<file path="src/sms_loader_pkg.sv">
package sms_loader_pkg;

	// ==================================================
	// Sizes and codes
	// ==================================================
	localparam int CE_PERIOD   = 30;     // clk_sys cycles per enable pattern
	localparam int ROM_AW      = 22;
	localparam int HDR_BYTES   = 512;    // Optional copier header
	localparam logic [7:0] CHEAT_INDEX = 8'hFF;
	localparam int GG_INDEX    = 2;      // Low five index bits of a handheld image
	localparam int SECTOR_AW   = 9;
	localparam int BK_SECTORS  = 64;     // Sectors per backup file
	localparam int LBA_W       = 6;
	localparam int NVRAM_AW    = 15;

	// ==================================================
	// Bundles
	// ==================================================

	// Host download stream
	typedef struct packed {
		logic        download;
		logic        wr;
		logic [7:0]  index;
		logic [24:0] addr;
		logic [7:0]  data;
	} dl_bus_t;

	typedef struct packed {
		logic [ROM_AW-1:0] mask;
		logic [ROM_AW-1:0] mask512;
		logic              sz512;    // Image carries the header
		logic              gg;       // Handheld mode
	} cart_info_t;

	typedef struct packed {
		logic [31:0] flags;
		logic [31:0] address;
		logic [31:0] compare;
		logic [31:0] replace;
	} cheat_code_t;

	// Byte lane from the SD block buffer
	typedef struct packed {
		logic                 ack;
		logic [SECTOR_AW-1:0] buff_addr;
		logic                 buff_wr;
		logic [7:0]           buff_dout;
	} sd_buf_t;

	typedef struct packed {
		logic [NVRAM_AW-1:0] addr;
		logic                we;
		logic [7:0]          d;
	} nv_port_t;

endpackage

</file>
<file path="src/clock_enable_gen.sv">
module clock_enable_gen import sms_loader_pkg::*; (
	input  logic clk_sys,
	input  logic reset,
	output logic ce_cpu,
	output logic ce_vdp,
	output logic ce_pix,
	output logic ce_sp
);

	localparam int CNT_W = $clog2(CE_PERIOD);

	logic [CNT_W-1:0] cnt;

	// Enables come out one cycle after the count that selects them
	always_ff @(posedge clk_sys) begin
		if (reset) begin
			cnt    <= '0;
			ce_cpu <= 1'b0;
			ce_vdp <= 1'b0;
			ce_pix <= 1'b0;
			ce_sp  <= 1'b0;
		end else begin
			cnt    <= (cnt == CNT_W'(CE_PERIOD - 1)) ? '0 : cnt + 1'b1;
			ce_sp  <= cnt[0];    // Half rate
			ce_vdp <= 1'b0;
			ce_pix <= 1'b0;
			ce_cpu <= 1'b0;
			case (cnt)
				CNT_W'(4), CNT_W'(14): begin
					ce_vdp <= 1'b1;
				end
				CNT_W'(9): begin
					ce_vdp <= 1'b1;
					ce_pix <= 1'b1;
					ce_cpu <= 1'b1;
				end
				CNT_W'(19), CNT_W'(29): begin
					ce_vdp <= 1'b1;
					ce_pix <= 1'b1;
				end
				CNT_W'(24): begin
					// CPU phase sits late in the second half
					ce_vdp <= 1'b1;
					ce_cpu <= 1'b1;
				end
				default: ;
			endcase
		end
	end

endmodule

</file>
<file path="config.mk">
export PLATFORM = sky130hd
export DESIGN_NAME = clock_enable_gen
export DESIGN_NICKNAME = d
export VERILOG_FILES = /design/src/sms_loader_pkg.sv /design/src/clock_enable_gen.sv
export SDC_FILE = /design/constraint.sdc
export NUM_CORES = 1
export LEC_CHECK = 0
export BUFFER_PORTS_ARGS = -buffer_cell sky130_fd_sc_hd__buf_4
export CORE_AREA = 3 3 40 42
export CTS_BUF_LIST = sky130_fd_sc_hd__clkbuf_2
export DETAILED_ROUTE_END_ITERATION = 10
export DIE_AREA = 0 0 43 45
export PLACE_DENSITY = 0.57
export SKIP_CTS_REPAIR_TIMING = 1
export SLEW_MARGIN = 20
export SYNTH_ARGS = -nofsm -noshare
export SYNTH_HDL_FRONTEND = slang
export SYNTH_SLANG_ARGS = --single-unit
</file>
<file path="constraint.sdc">
create_clock -name clk_sys -period 1.8 [get_ports clk_sys]
set_input_delay 0.09 -clock clk_sys [delete_from_list [all_inputs] [get_ports clk_sys]]
set_output_delay 0.09 -clock clk_sys [all_outputs]
set_load 0.005 [all_outputs]
</file>
==> results.toml <==
[detailed_routing]
viasPerCell = 4.45
drt_wl_total_um = 609
vias = 276
drc = 0
firstDrtPassIters = 2
ant_nets = 0
post_drt_wl_per_cell_um = 9.82
drt_iter0_drc = 1

[worst_setup_path]
setup.worst_path.end_class = "flip-flop"
path_buf_inv = 1
crit_type = "flip-flop to flip-flop"
setup.worst_path.start_class = "flip-flop"
slowest_stage = "dfxtp_1"
cpLargestDelayFamily = "flip-flops"
crit_fanout = 5
critPathRequiredTime_ns = 1.94
cpPeakStageDelay_ns = 0.41
critical_path.cell_chain = "inv_1, ha_1, mux2_1, nand3b_1, a31oi_1"
worstPathArrival_ns = 1.43

[cts]
htreeDepth = 1
cts_sinks = 9
cts_made_buffers = 3
clk_latency_ns = 0.25
cts_root_buffer = "clkbuf_2"
path_clk_slew_ns = 0.09
clk_path_buf_depth = 2
cts_tree = "done"

[sta]
drv_slew = 0
setup_viol_count_final = 0
max-slew-margin-rel = 0.792
worst_hold_slack_ns = 0.0307
tns_ns = 0
rsz0062_at_grt = "no"
clock_skew_ns = 0.00218
finalCritPeriodShare = 0.720
fmax_mhz = 772
hold_viol_final = 0
worst_pin_slew_ns = 0.312
finalCriticalPeriod_ns = 1.30

[floorplan]
initial_core_util = 0.332
rows = 13
die_h_um = 45
dieArea_um2 = 1940
die-width_um = 43
pin_count = 6
core_area_um2 = 1280

[final_layout]
fin_cells = 62
final_common_cell = "dfxtp_1"
drive_above_1_share = 0.213
diodes = 0
nFillCells = 135
syn_to_final_growth_pct = 11.7
fin_nets = 54
final_cell_mix = "dfxtp_1, nor2_1, buf_4"

[grt]
grt_use_total = 0.0836
antenna_found_initial = 0
grt_pass1_vias = 263
grt_remaining_overflow = 0
grt_first_pass_wirelength_um = 1120
grt_max_degree = 10

[outcome]
status = "complete, no violations"

[placement]
dp_cells = 58
place.gp.congestion = 0.686
io_buffer_count = 5
dpl.hpwl_um = 448

[worst_hold_path]
worstHoldPathType = "primary input to flip-flop"

[synth]
synth_nets = 47
ys_seq_area_frac = 0.422
synth_cell_types = 18
syn-instance-count = 41
ys_ff_latch = 9
avgSynthCellArea_um2 = 10.4
netlist_area_um2 = 427
ys.warnings.count = 0

[power_and_ir_drop]
peakVddDrop_v = 0.000371
leakagePower_nw = 0.203
p_per_area_nw_per_um2 = 798

[job]
maxCapViolations = 0
[routing by layer]
layer	GRT usage	vias up	part of all wire	wire length, um
li1	-	147	-	-
met1	0.0878	118	0.43	259
met2	0.114	9	0.43	259
met3	0.0677	2	0.13	81
met4	0.0542	0	0.015	9
met5	0	-	0	0
[synth_stat cells, drive strengths merged]
cell	number	area, um2
a31oi	2	18.8
a41o	1	10.0
and4bb	1	12.5
buf	3	26.3
dfxtp	9	180
ha	4	50.1
inv	3	11.3
mux2	1	11.3
mux2i	1	10.0
nand3	2	10.0
nand3b	1	7.51
nand4b	1	8.76
nor2	7	26.3
nor4b	1	8.76
xnor2	2	17.5
xor2	2	17.5
[flip-flops by register name, indices dropped and copies added (netlist names)]
signal	flops
ce_cpu	1
ce_pix	1
ce_sp	1
ce_vdp	1
cnt	5
[stage by stage]
stage | area, um2 | worst slack, ns | utilization | power, W
after CTS | 477 | 0.494 | 0.371 | 0.000386
after floorplan | 427 | 0.602 | - | 0.000247
after global routing | 477 | 0.401 | 0.371 | 0.000405
final | 477 | 0.504 | 0.371 | 0.000380
after detailed placement | 457 | 0.517 | 0.355 | 0.000257
after global placement | 457 | 0.536 | 0.355 | 0.000257
[logic make-up after synthesis]
kind of cell             share of synthesized area
adder cells (fa/ha/maj)                      0.117
multiplexers                                0.0499
AND/OR/NAND/NOR                              0.173
XOR/XNOR                                    0.0821
AO/OA/AOI/OAI                               0.0675
buffers and inverters                       0.0880
flip-flops                                   0.422
[layout make-up]
type	instances	area [um2]	area share
flip-flops and latches	9	180	0.378
clock buffers	4	20.0	0.0420
repair buffers	5	37.5	0.0787
multi-input cells	26	209	0.438
inverters	3	11.3	0.0236
well taps	15	18.8	0.0394
[report_power, final]
group	switching (W)	total (W)	internal, W
Combinational	0.0000186	0.0000368	0.0000182
Sequential	0.00000909	0.000216	0.000207
Clock	0.0000689	0.000128	0.0000590
[worst paths after layout]
check,from,to,slack [ns],cells after the start
worst min-delay path,reset,ce_vdp,0.03,2
worst max register to register,cnt[0],ce_vdp,0.50,5
worst min register to register,cnt[0],cnt[0],0.50,1
worst max-delay path,cnt[0],ce_vdp,0.50,5
(Power assumes the default switching activity.)
