[src/sms_loader_pkg.sv]
package sms_loader_pkg;

	// ==================================================
	// Sizes and codes
	// ==================================================
	localparam int CE_PERIOD   = 30;     // clk_sys cycles per enable pattern
	localparam int ROM_AW      = 22;
	localparam int HDR_BYTES   = 512;    // Optional copier header
	localparam logic [7:0] CHEAT_INDEX = 8'hFF;
	localparam int GG_INDEX    = 2;      // Low five index bits of a handheld image
	localparam int SECTOR_AW   = 9;
	localparam int BK_SECTORS  = 64;     // Sectors per backup file
	localparam int LBA_W       = 6;
	localparam int NVRAM_AW    = 15;

	// ==================================================
	// Bundles
	// ==================================================

	// Host download stream
	typedef struct packed {
		logic        download;
		logic        wr;
		logic [7:0]  index;
		logic [24:0] addr;
		logic [7:0]  data;
	} dl_bus_t;

	typedef struct packed {
		logic [ROM_AW-1:0] mask;
		logic [ROM_AW-1:0] mask512;
		logic              sz512;    // Image carries the header
		logic              gg;       // Handheld mode
	} cart_info_t;

	typedef struct packed {
		logic [31:0] flags;
		logic [31:0] address;
		logic [31:0] compare;
		logic [31:0] replace;
	} cheat_code_t;

	// Byte lane from the SD block buffer
	typedef struct packed {
		logic                 ack;
		logic [SECTOR_AW-1:0] buff_addr;
		logic                 buff_wr;
		logic [7:0]           buff_dout;
	} sd_buf_t;

	typedef struct packed {
		logic [NVRAM_AW-1:0] addr;
		logic                we;
		logic [7:0]          d;
	} nv_port_t;

endpackage

[src/cart_loader.sv]
module cart_loader import sms_loader_pkg::*; (
	input  logic              clk_sys,
	input  logic              reset,
	input  dl_bus_t           dl,
	input  logic              cart_sel,      // Cartridge download in progress
	output logic              dl_wait,
	output logic              rom_req,
	output logic [ROM_AW-1:0] rom_addr,
	output logic [7:0]        rom_data,
	input  logic              rom_ack,
	input  logic [ROM_AW-1:0] core_rom_addr,
	output logic [ROM_AW-1:0] rom_rd_addr,
	output cart_info_t        cart
);

	logic              cart_sel_q;
	logic              byte_wr;
	logic [ROM_AW-1:0] addr_lo;

	assign byte_wr = dl.wr & cart_sel;
	assign addr_lo = dl.addr[ROM_AW-1:0];

	// ==================================================
	// Toggle write handshake
	// ==================================================
	always_ff @(posedge clk_sys) begin
		if (reset) begin
			cart_sel_q <= 1'b0;
			dl_wait    <= 1'b0;
			rom_req    <= 1'b0;
			rom_addr   <= '0;
		end else begin
			cart_sel_q <= cart_sel;
			if (byte_wr) begin
				dl_wait <= 1'b1;
				rom_req <= ~rom_req;    // New request
			end else if (dl_wait && rom_req == rom_ack) begin
				dl_wait  <= 1'b0;
				rom_addr <= rom_addr + 1'b1;
			end
			if (cart_sel && !cart_sel_q)
				rom_addr <= '0;    // Fresh image
		end
	end

	always_ff @(posedge clk_sys) begin
		if (byte_wr)
			rom_data <= dl.data;
	end

	// ==================================================
	// Size masks and header detect
	// ==================================================
	always_ff @(posedge clk_sys) begin
		if (reset) begin
			cart <= '0;
		end else begin
			if (byte_wr) begin
				cart.mask    <= (dl.addr == '0) ? '0 : cart.mask | addr_lo;
				cart.mask512 <= (dl.addr == 25'(HDR_BYTES)) ? '0
					: cart.mask512 | (addr_lo - ROM_AW'(HDR_BYTES));
				cart.gg      <= dl.index[4:0] == 5'(GG_INDEX);
			end
			// Host leaves addr at the byte count once the stream ends
			if (cart_sel_q && !cart_sel)
				cart.sz512 <= dl.addr[9];
		end
	end

	// Core read address, header skipped when present
	assign rom_rd_addr = cart.sz512 ? (core_rom_addr + ROM_AW'(HDR_BYTES)) & cart.mask512
		: core_rom_addr & cart.mask;

endmodule

[config.mk]
export PLATFORM = sky130hd
export DESIGN_NAME = cart_loader
export DESIGN_NICKNAME = d
export VERILOG_FILES = /design/src/sms_loader_pkg.sv /design/src/cart_loader.sv
export SDC_FILE = /design/constraint.sdc
export NUM_CORES = 1
export LEC_CHECK = 0
export ABC_AREA = 1
export BUFFER_PORTS_ARGS = -buffer_cell sky130_fd_sc_hd__buf_2
export CAP_MARGIN = 20
export CORE_MARGIN = 3
export CORE_UTILIZATION = 44
export DETAILED_ROUTE_END_ITERATION = 8
export PLACE_DENSITY = 0.87
export SLEW_MARGIN = 20
export SYNTH_ARGS = -nofsm -noshare
export SYNTH_HDL_FRONTEND = slang
export SYNTH_SLANG_ARGS = --single-unit
[constraint.sdc]
create_clock -name clk_sys -period 1.25 [get_ports clk_sys]
set_input_delay 0.25 -clock clk_sys [delete_from_list [all_inputs] [get_ports clk_sys]]
set_output_delay 0.25 -clock clk_sys [all_outputs]
set_load 0.1 [all_outputs]
==> results of run 1 <==
==> what timing repair did <==
| item | 4_1_cts |
|---|---|
| pin swaps | 21 |
| cloned | 1 |
| endpoints found under the setup margin | 98 |
| setup buffers | 20 |
| gates resized for setup | 92 |
==> kinds of logic after synthesis <==
kind of cell / count (synthesis) / synth area share (%)
simple gates: 274 / 30.1
compound gates: 114 / 16.1
buf+inv: 114 / 11.4
flops: 79 / 40.7
xor+xnor: 3 / 0.644
fa+ha+maj: 3 / 0.921
==> metrics by stage <==
step	instances	setup TNS (ns)	cell area, sq um	hold slack (ns)
floorplan	587	-13.11	4570	0.309
global placement	932	-11.80	7600	0.427
detailed placement	932	-19.93	7600	0.429
CTS	968	-12.35	8270	0.0547
==> results.md, run 1 <==
- Die W: 102 microns
- Fail Step: global routing (5_1_grt)
- Most common cell in the netlist: nand2_1
- IO Port Bufs: 164
- Mean area per synthesized cell: 6.95 sq um
- Mapped Area: 0.00408 sq mm
- Error message: [ERROR DPL-0038] Utilization greater than 100%, impossible to legalize
- I/O Pins: 169
- Hold buffers post-CTS: 0
- Cell accounting for the most synthesized area: dfxtp_1
- CTS Root Cell: clkbuf_8
- Clock Sinks: 79
- Top FF cell, synth: dfxtp_1
- Top-area cell type share of the netlist area: 34.9%
- GP Congestion: 1.03
- Row Count: 34
- H-Tree Depth: 3
- Longest Clk Path Bufs: 2
- Top cells by area, synth: dfxtp_1 35%, nand2_1 11%, inv_1 8.9%, a21oi_1 7.0%, nor2_1 6.3%
- Detailed Place HPWL: 14100 microns
- TritonCTS Buffers: 9
- Status: aborted with a tool error
- Largest net degree at the start of global routing: 31
- Sequential area share after synthesis: 40.7%
- Cells after Synth: 587
- Crit. endpoint post-GRT repair: rom_rd_addr[19]
- Synthesis Warnings: 0
- Number of flops mapped to enable cells by yosys: 8
- Async S/R FF share, synth: 0%
- Worst EP Category: primary output
- Number of synthesized register bits: 79
- Synth Net Count: 659
- Top cells by count, synth: 119 x nand2_1, 97 x inv_1, 71 x dfxtp_1, 68 x nor2_1, 57 x a21oi_1
- Post-place setup slack: -0.607 ns
- Vert. Die Dim: 102 microns
- Synth cell types: 35
- Starting density of the core: 46.1%
==> run 2: changes to the inputs <==
- CORE_UTILIZATION: 44 -> 35
- PLACE_DENSITY: 0.87 -> not set
- PLACE_DENSITY_LB_ADDON: not set -> 0.15
- clock period: 1.25 -> 1.62 ns (I/O delays scaled with it)
==> run 2 against run 1 <==
Net effect: the flow now finishes, with violations (negative setup slack); synthesized cell count unchanged; area after synthesis unchanged.
==> results.md, run 2 <==
- Failing checks: negative setup slack
- Worst-Skew Late Latency: 0.33 ns
- Detailed Place HPWL: 9950 microns
- Max_cap viols: 0
- Unrepaired setup endpoints after global routing: true
- Mapped Area: 0.00408 sq mm
- Ant. Diodes: 0
- WL/cell: 14.0 microns
- Number of synthesized register bits: 79
- Slew @ Worst Pin: 0.510 ns
- Status: finished with violations
- CTS tree: built
- Leading cell type in the layout, fill and taps excluded: buf_2
- Sw frac: 35.0%
- Tcrit/Tclk final: 110%
- Rel. slew slack: 66.2%
- Vert. Die Dim: 114 microns
- Row Count: 38
- I/O Pins: 169
- IO Port Bufs: 164
- DRC: 0
- Die area: 0.0130 sq mm
- Most common cell in the netlist: nand2_1
- Max reg flops: 46
- Layout cell share with drive strength beyond 1: 49.4%
- Vias in the first global route: 4392
- Gr ovfl total: 0
- CTS Root Cell: clkbuf_16
- CP Capture Type: output pin
- Min Tclk post-route: 1.78 ns
- TritonCTS Buffers: 9
- Synth-to-Final Area Change: 64.4%
- Inst Count DP: 915
- Vias: 4576
- Peak supply drop: 0.523 mV
- FILL cells: 991
- Clock Sinks: 79
- Power Internal: 3860 uW
- Antenna violations before repair: 0
- Register name with the most flops: cart
- Mean area per synthesized cell: 6.95 sq um
- Overall Global Routing Usage: 19.7%
- Setup WS post-layout: -0.161 ns
- Psw: 2080 uW
- Flop pwr share: 35.8%
- Crit Path Max Fanout: 6
- Longest Clk Path Bufs: 2
- Worst endpoint required time: 1.30 ns
- Top cells by area, synth: dfxtp_1 35%, nand2_1 11%, inv_1 8.9%, a21oi_1 7.0%, nor2_1 6.3%
- First-pass DRT Iterations: 5
- Non-Filler Instances: 948
- Final wirelength: 13300 microns
- Detailed Route Iter0 Violations: 191
- Fin nets: 875
- Worst clock skew: 0.00625 ns
- Sequential area share after synthesis: 40.7%
- Cell accounting for the most synthesized area: dfxtp_1
- H-Tree Depth: 3
- Top-area cell type share of the netlist area: 34.9%
- Die W: 114 microns
- Top cells by count, synth: 119 x nand2_1, 97 x inv_1, 71 x dfxtp_1, 68 x nor2_1, 57 x a21oi_1
- Final-report hold violation count: 0
- Worst EP arrival: 1.46 ns
- ANT nets after route: 0
- Cells after Synth: 587
- Setup crit start kind: flop
- Top FF cell, synth: dfxtp_1
- Synth cell types: 35
- Synthesis Warnings: 0
- Number of flops mapped to enable cells by yosys: 8
- Peak Freq: 0.561 GHz
- Worst-path clk slew: 0.06 ns
- Async S/R FF share, synth: 0%
- First-pass GRT wire length: 20800 microns
- Minimum hold slack: 0.164 ns
- Vias/cell: 4.83
- PD cells: 886 mW/mm^2
- Largest net degree at the start of global routing: 21
- Hold buffers post-CTS: 0
- Logic pwr share: 27.7%
- Core area: 0.0111 sq mm
- GP Congestion: 0.877
- Largest regs: cart: 46 flops, rom_addr: 22 flops, rom_data: 8 flops
- Setup CP Type: flop to output pin
- Clock power share: 36.5%
- Starting density of the core: 36.7%
- Commonest cells after routing, fill and taps aside: 136 x buf_2, 105 x nand2_1, 92 x inv_1
- HP Class: input port to flop
- Synth Net Count: 659
- Leak: 0.00299 uW
- Final setup violating endpoints: 22
- Max-slew violation count: 0
- Register-to-register setup slack: 0.22 ns
run 2: area by class of cell:
cell class	count	area (sq um)	area share (%)
multi-input combinational	394	2360	35.2
sequential	79	1760	26.2
timing repair buffer	219	1700	25.4
inverter	100	385	5.75
clock buffer	9	225	3.36
tap	140	175	2.61
clock inverter	7	96.3	1.44
run 2: worst paths after layout:
kind | cells after the start | start | endpoint
setup / recovery | 4 | cart[1] | rom_rd_addr[11]
hold / removal | 1 | dl[1] | rom_data[1]
setup reg to reg | 10 | rom_addr[1] | rom_addr[12]
hold reg to reg | 2 | cart[30] | cart[30]
run 2: critical path, cell delays in order (launching register included):
cell and delay (ns):
dfxtp_4 0.43, buf_4 0.15, a21oi_1 0.12, a211oi_4 0.22
buf_12 0.21
run 2: cell families after synthesis:
family | synth area share, %
simple gates | 30.1
compound gates | 16.1
buf+inv | 11.4
flops | 40.7
xor+xnor | 0.644
fa+ha+maj | 0.921
run 2: metal layers:
| metal | track usage [%] | wire [microns] | vias to the layer above |
|---|---|---|---|
| met2 | 33.1 | 6460 | 125 |
| met1 | 25.8 | 5940 | 2117 |
| li1 | - | - | 2326 |
| met4 | 4.67 | 120 | 0 |
| met3 | 4.46 | 736 | 8 |
| met5 | 0 | 0 | - |
run 2: what timing repair did:
action	in CTS	in global routing
buffers inserted	9	8
gates resized for setup	48	27
pin swaps	18	6
endpoints found under the setup margin	22	28
run 2: stage by stage:
step	setup slack, ns	setup TNS [ns]	total power (uW)	instance area [sq um]	util (%)
global route	-0.189	-3.14	6160	6710	60.3
finish	-0.161	-1.96	5940	6710	60.3
detailed placement	-0.254	-1.69	3710	5970	53.7
floorplan	-0.450	-4.85	3260	4420	-
CTS	-0.172	-2.81	5940	6540	58.8
global placement	-0.227	-1.55	3700	5970	53.7
run 2: power by group through the flow:
stage                     registers [uW]  logic (uW)  clock network (uW)
final                               2130        1640                2170
after floorplan                     2720         533                   0
after CTS                           2120        1610                2210
after detailed placement            2170        1550                   0
after global routing                2140        1720                2310
after global placement              2160        1530                   0
Power figures use the tool's default switching activity.
