`config.mk`:
```
export PLATFORM = sky130hd
export DESIGN_NAME = cheat_loader
export DESIGN_NICKNAME = d
export VERILOG_FILES = /design/src/sms_loader_pkg.sv /design/src/cheat_loader.sv
export SDC_FILE = /design/constraint.sdc
export NUM_CORES = 1
export LEC_CHECK = 0
export BUFFER_PORTS_ARGS = -buffer_cell sky130_fd_sc_hd__buf_2
export CAP_MARGIN = 10
export CORE_UTILIZATION = 45
export CTS_BUF_LIST = sky130_fd_sc_hd__clkbuf_8
export CTS_CLUSTER_DIAMETER = 100
export CTS_CLUSTER_SIZE = 8
export DETAILED_ROUTE_END_ITERATION = 7
export PLACE_DENSITY = 0.79
export SETUP_SLACK_MARGIN = 0.3
export SLEW_MARGIN = 25
export SYNTH_ARGS = -nofsm -noshare
export SYNTH_HDL_FRONTEND = slang
export SYNTH_SLANG_ARGS = --single-unit
```
`constraint.sdc`:
```
create_clock -name clk_sys -period 1.5 [get_ports clk_sys]
set_input_delay 0.075 -clock clk_sys [delete_from_list [all_inputs] [get_ports clk_sys]]
set_output_delay 0.075 -clock clk_sys [all_outputs]
set_load 0.005 [all_outputs]
```
`src/sms_loader_pkg.sv`:
```
package sms_loader_pkg;

	// ==================================================
	// Sizes and codes
	// ==================================================
	localparam int CE_PERIOD   = 30;     // clk_sys cycles per enable pattern
	localparam int ROM_AW      = 22;
	localparam int HDR_BYTES   = 512;    // Optional copier header
	localparam logic [7:0] CHEAT_INDEX = 8'hFF;
	localparam int GG_INDEX    = 2;      // Low five index bits of a handheld image
	localparam int SECTOR_AW   = 9;
	localparam int BK_SECTORS  = 64;     // Sectors per backup file
	localparam int LBA_W       = 6;
	localparam int NVRAM_AW    = 15;

	// ==================================================
	// Bundles
	// ==================================================

	// Host download stream
	typedef struct packed {
		logic        download;
		logic        wr;
		logic [7:0]  index;
		logic [24:0] addr;
		logic [7:0]  data;
	} dl_bus_t;

	typedef struct packed {
		logic [ROM_AW-1:0] mask;
		logic [ROM_AW-1:0] mask512;
		logic              sz512;    // Image carries the header
		logic              gg;       // Handheld mode
	} cart_info_t;

	typedef struct packed {
		logic [31:0] flags;
		logic [31:0] address;
		logic [31:0] compare;
		logic [31:0] replace;
	} cheat_code_t;

	// Byte lane from the SD block buffer
	typedef struct packed {
		logic                 ack;
		logic [SECTOR_AW-1:0] buff_addr;
		logic                 buff_wr;
		logic [7:0]           buff_dout;
	} sd_buf_t;

	typedef struct packed {
		logic [NVRAM_AW-1:0] addr;
		logic                we;
		logic [7:0]          d;
	} nv_port_t;

endpackage

```
`src/cheat_loader.sv`:
```
module cheat_loader import sms_loader_pkg::*; (
	input  logic        clk_sys,
	input  logic        reset,
	input  dl_bus_t     dl,
	input  logic        cheat_sel,     // Cheat file download in progress
	output cheat_code_t cheat,
	output logic        cheat_valid
);

	logic       byte_wr;
	logic [1:0] field;
	logic [4:0] lane_lsb;

	assign byte_wr  = dl.wr & cheat_sel;
	assign field    = dl.addr[3:2];
	assign lane_lsb = {dl.addr[1:0], 3'b000};    // Little endian within a word

	// Record layout is flags, address, compare, replace
	always_ff @(posedge clk_sys) begin
		if (byte_wr) begin
			case (field)
				2'd0: cheat.flags[lane_lsb +: 8]   <= dl.data;
				2'd1: cheat.address[lane_lsb +: 8] <= dl.data;
				2'd2: cheat.compare[lane_lsb +: 8] <= dl.data;
				default: cheat.replace[lane_lsb +: 8] <= dl.data;
			endcase
		end
	end

	// Last byte of the record closes it
	always_ff @(posedge clk_sys) begin
		if (reset)
			cheat_valid <= 1'b0;
		else
			cheat_valid <= byte_wr && dl.addr[3:0] == 4'hF;
	end

endmodule

```
==> impl_metrics.tcl, run 1 <==
set metrics [dict create \
    initial_utilization 0.470 \
    synth_top_area_cell "edfxtp_1" \
    avgSynthCellArea_um2 21.3 \
    synth.distinct_cells 20 \
    netlist_area_mm2 0.00438 \
    cap_violations 0 \
    fin_crit_sh 0.777 \
    drive_above_1_share 0.532 \
    cpMaxStageDelayCell "dlygate4sd3_1" \
    drc_errors 0 \
    clk_pin_slew_ns 0.07 \
    grt_pass1_wl_mm 14.1 \
    power.density_mw_per_mm2 1180 \
    antenna_cells 0 \
    min_path_type "input port to register" \
    max_slew_margin 0.777 \
    worst_slack_ns 0.334 \
    synth_top_family_by_area "simple AND/OR/NAND/NOR gates" \
    drtIter0Drc 79 \
    root_buffer "clkbuf_8" \
    yosys.area.top_type_share 0.877 \
    end_kind "register" \
    htree_levels 4 \
    cts_buffer_depth 2 \
    max_freq_ghz 0.858 \
    numClockSinks 129 \
    routabilityCongestion 0.778 \
    layout_common_cells "144 x buf_2, 128 x edfxtp_1, 26 x and2_1" \
    syn_nets 258 \
    setup_viol 0 \
    grt_setup_unrepaired "yes" \
    synth_fa_ha_area_frac 0.0171 \
    final_common_cell "buf_2" \
    grt-ovfl-total 0 \
    critPathArrivalTime_ns 1.30 \
    required_ns 1.63 \
    grt_pass1_vias 2508 \
    wl_per_cell_um 17.7 \
    holdWs_ns 0.0725 \
    fin_setup_tns_ns 0 \
    synth.area.top_cells "edfxtp_1 88%, and2_1 3.7%, ha_1 1.7%" \
    dpl.hpwl_mm 6.57 \
    die_w_um 101 \
    grt_max_degree 17 \
    critical_path.cell_chain "buf_2 -> dlygate4sd3_1 -> nand2_1 -> nor3_2 -> buf_4" \
    drtAntennaViolNets 0 \
    post_cts_buffers 0 \
    critPathLaunchType "input port" \
    crit_family "buffers and inverters" \
    syn_to_final_growth_pct 37.4 \
    synthMuxAreaShare 0 \
    yosys.area_share.simple 0.0953 \
    finalHoldViolations 0 \
    critical_path.max_fanout 8 \
    synth_xor_area_frac 0 \
    critical_path_class "input port to register" \
    die-area_mm2 0.0101 \
    drt-pass1-iter-count 4 \
    cts_inserted_buffers 17 \
    yosys_warnings 0 \
    peakVddDrop_v 0.000608 \
    row_count 35 \
    crit_buf_inv 3 \
    seq_area_frac_synth 0.881 \
    synth_compound_area_frac 0 \
    core_mm2 0.00933 \
    power.leakage_nw 1.88 \
    io_pins 175 \
    cts_tree "done" \
    finalWirelength_mm 9.53 \
    numPortBuffers 144 \
    antenna_found_initial 0 \
    grt_usage 0.201 \
    power_mw 7.13 \
    period_needed_ns 1.17 \
    viasPerCell 4.68 \
    synth_cells 206 \
    dp_slack_ns -0.0888 \
    num_vias 2512 \
    status "finished clean" \
    ys_ff_latch 129 \
    critical-path-max-stage-delay_ns 0.58 \
    fin_nets 447 \
    tightest_slew_ns 0.333 \
    dieHeight_um 101 \
    drv_slew 0 \
]
## per-stage QoR
stage	instances	util	area (um^2)
finish	537	0.646	6030
global route	537	0.646	6030
CTS	537	0.644	6010
detailed placement	502	0.600	5590
global placement	502	0.600	5590
floorplan	206	-	4450
## kinds of logic (layout without fill, tap and decap cells)
family | after synthesis | in the layout
DFF | 129 | 129
adders and majority gates | 6 | 6
and+or+nand+nor | 66 | 66
buffers and inverters | 5 | 207
## cells in the mapped netlist (all sizes together)
cell type / number
dfxtp: 1
and2: 26
nor3: 5
nand2b: 3
and4bb: 2
and3: 2
nor3b: 1
edfxtp: 128
nand3: 4
nor4: 4
inv: 2
nand2: 5
nor2: 11
buf: 3
ha: 6
nor4b: 3
## where the power goes
group          total, mW  internal, mW  leakage, nW  switching (mW)
Combinational      0.274         0.114        0.765           0.159
Clock               2.88          1.60        0.196            1.28
Sequential          3.99          3.98        0.923         0.00926
## state kept, by name (all words and copies together) (netlist names)
register,count
cheat_valid,1
cheat,128
## what timing repair did
| action | 4_1_cts | 5_1_grt |
|---|---|---|
| hold endpoints to repair | 1 | 0 |
| setup endpoints to repair | 0 | 24 |
| hold buffers | 3 | 0 |
| resized for setup | 0 | 4 |
## area by class of cell
type | instances | area, um^2
Timing Repair Buffer | 173 | 1040
Clock inverter | 15 | 151
Clock buffer | 17 | 234
Fill cell | 662 | 3300
Tap cell | 129 | 161
Inverter | 2 | 11.3
Multi-Input combinational cell | 72 | 567
Sequential cell | 129 | 3860
## per-layer routing
layer / part of all wire / track usage / up-vias
met3: 0.052 / 0.0596 / 10
met1: 0.42 / 0.256 / 1238
met4: 0.013 / 0.0702 / 0
met2: 0.52 / 0.330 / 100
li1: - / - / 1164
met5: 0 / 0 / -
## path summary, 6_finish.rpt
path   start  cells after the start  slack (ns)         end
min    dl[0]                      2        0.07   cheat[32]
max   dl[41]                      5        0.33  cheat[125]
No activity file was read; power rests on OpenSTA's default activity.
==> run 2: changes to the inputs <==
- ABC_AREA: unset -> 1
- clock period: 1.5 -> 1.06 ns (I/O delays scaled with it)
==> run 2 against run 1 <==
Compared with the run above:
- clock power rose by 36%
- utilization rose by 3.2 points
- via count rose by 6.3%
- sequential share of layout area fell by 3.3 points
- design area rose by 5.4%
- final cell count rose by 5.4%
- synthesized area rose by 0.37%
- global-route usage fell by 0.69 points
- largest cell class unchanged
- highest routed layer unchanged
==> impl_metrics.tcl, run 2 <==
set metrics [dict create \
    busiest_layer "met2" \
    grt_pass1_vias 2571 \
    path_depth 1 \
    grt_usage 0.194 \
    yosys_warnings 0 \
    drtAntennaViolNets 0 \
    cpMaxStageDelayCell "edfxtp_1" \
    fin_nets 476 \
    synth_fa_ha_area_frac 0.0171 \
    critical_path.cell_chain "buf_2" \
    yosys.area.top_type_share 0.873 \
    end_kind "output port" \
    dp_cells 531 \
    yosysMostFrequentCell "edfxtp_1" \
    viasPerCell 4.72 \
    synthTopCellsByCount "128 x edfxtp_1, 42 x nor2_1, 23 x nand2_1" \
    clk_pin_slew_ns 0.07 \
    die_w_um 101 \
    core_mm2 0.00937 \
    critical-path-max-stage-delay_ns 0.39 \
    grt_setup_unrepaired "yes" \
    numPortBuffers 144 \
    synth_xor_area_frac 0 \
    synth.distinct_cells 15 \
    fin_area_mm2 0.00635 \
    critPathLaunchType "register" \
    synth_edf_count 128 \
    status "finished clean" \
    drv_slew 0 \
    setup_viol 0 \
    use_met3 0.0596 \
    antenna_found_initial 0 \
    ys_ff_latch 129 \
    seq_area_frac_synth 0.878 \
    crit_family "flip-flops" \
    drtIter0Drc 96 \
    synthMuxAreaShare 0 \
    grt_max_degree 17 \
    wl_per_cell_um 16.8 \
    grt_pass1_wl_mm 13.6 \
    num_vias 2670 \
    cts_inserted_buffers 17 \
    fin_crit_sh 0.956 \
    period_needed_ns 1.01 \
    peakVddDrop_v 0.000909 \
    grt-ovfl-total 0 \
    placed_area_mm2 0.00579 \
    antenna_cells 0 \
    drt-pass1-iter-count 4 \
    layout_common_cells "141 x buf_2, 128 x edfxtp_1, 28 x nor2_2" \
    cp-endpoint "cheat[6]" \
    synth_ff_type "edfxtp_1" \
    holdWs_ns 0.0464 \
    initial_utilization 0.470 \
    netlist_area_mm2 0.00440 \
    dpl.hpwl_mm 6.76 \
    syn_to_final_growth_pct 44.4 \
    row_count 35 \
    avgSynthCellArea_um2 18.5 \
    power.density_mw_per_mm2 1590 \
    syn_nets 290 \
    critical_path.max_fanout 1 \
    synth_compound_area_frac 0 \
    drc_errors 0 \
    synth.area.top_cells "edfxtp_1 87%, nor2_1 3.6%, nand2_1 2.0%" \
    yosys.area_share.simple 0.0856 \
    drive_above_1_share 0.611 \
    io_pins 175 \
    critical_path_class "register to output port" \
    final_common_cell "buf_2" \
    synth_top_family_by_area "simple AND/OR/NAND/NOR gates" \
    async_flop_share 0 \
    tightest_slew_ns 0.292 \
    power_mw 10.1 \
    routabilityCongestion 0.773 \
    max_slew_margin 0.805 \
    cts_tree "done" \
    finalWirelength_mm 9.53 \
    htree_levels 4 \
    crit_buf_inv 1 \
    synth_top_area_cell "edfxtp_1" \
    required_ns 1.01 \
    die-area_mm2 0.0102 \
    grt_use_met1 0.224 \
    critPathArrivalTime_ns 0.96 \
    power.leakage_nw 2.00 \
    min_path_type "input port to register" \
    synth_cells 238 \
    layout.cells.non_filler 566 \
    finalHoldViolations 0 \
    max_freq_ghz 0.987 \
    largest_reg_flops 128 \
    cap_violations 0 \
    grt_use_met2 0.319 \
    numClockSinks 129 \
    startpoint "cheat[6]" \
    cts_buffer_depth 2 \
    dieHeight_um 101 \
    root_buffer "clkbuf_8" \
]
## run 2: changes by cell type in the layout (fill, tap and decap cells not counted), sizes merged, moves of 4 or more
cell	before	now
nor2	11	42
nand3	4	9
and2	26	0
nand2	5	27
inv	3	16
nor4	4	0
## run 2: repair_timing
item / CTS / global route
hold endpoints to repair: 1 / 0
endpoints found under the setup margin: 325 / 158
setup buffers: 1 / 1
hold buffers: 1 / 0
resized for setup: 34 / 11
pin swaps: 2 / 2
## run 2: metal layers
| metal | share of wire | vias up |
|---|---|---|
| met3 | 0.056 | 25 |
| li1 | - | 1233 |
| met5 | 0 | - |
| met2 | 0.51 | 125 |
| met4 | 0.037 | 0 |
| met1 | 0.40 | 1287 |
## run 2: worst min-delay path, stage by stage
cell and delay, ns:
buf_2 0.13, nand2_1 0.08, nor2_2 0.05
## run 2: cells by family (layout without fill, tap and decap cells)
kind of cell  count (synthesis)  count (layout)
flops                       129             129
simple gates                 86              86
buf+inv                      17             216
fa+ha+maj                     6               6
## run 2: through the flow
step           worst slack, ns  utilization  TNS (ns)
2_1_floorplan          -0.0574            -     -2.17
3_3_place_gp            -0.248        0.618    -41.47
3_5_place_dp            -0.279        0.618    -47.92
4_1_cts                0.00154        0.670         0
5_1_grt               -0.00808        0.678  -0.00808
6_report                0.0464        0.678         0
## run 2: worst min-delay path by stage
stage | startpoint | to | slack [ns] | cells past startpoint
floorplan | reset | cheat_valid | 0.20 | 3
global placement | reset | cheat_valid | 0.32 | 4
detailed placement | reset | cheat_valid | 0.31 | 4
CTS | dl[1] | cheat[97] | 0.01 | 3
global route | dl[2] | cheat[2] | 0.02 | 3
finish | dl[2] | cheat[2] | 0.05 | 3
## run 2: area by class of cell
class | count | area (um^2)
Clock buffer | 17 | 234
Clock inverter | 15 | 145
Fill cell | 667 | 3020
Inverter | 14 | 75.1
Multi-Input combinational cell | 92 | 781
Sequential cell | 129 | 3860
Tap cell | 129 | 161
Timing Repair Buffer | 170 | 1090
## run 2: power breakdown
part	switching (mW)	internal [mW]
logic	0.357	0.209
clock network	1.86	2.06
registers	0.0138	5.63
total	2.23	7.90
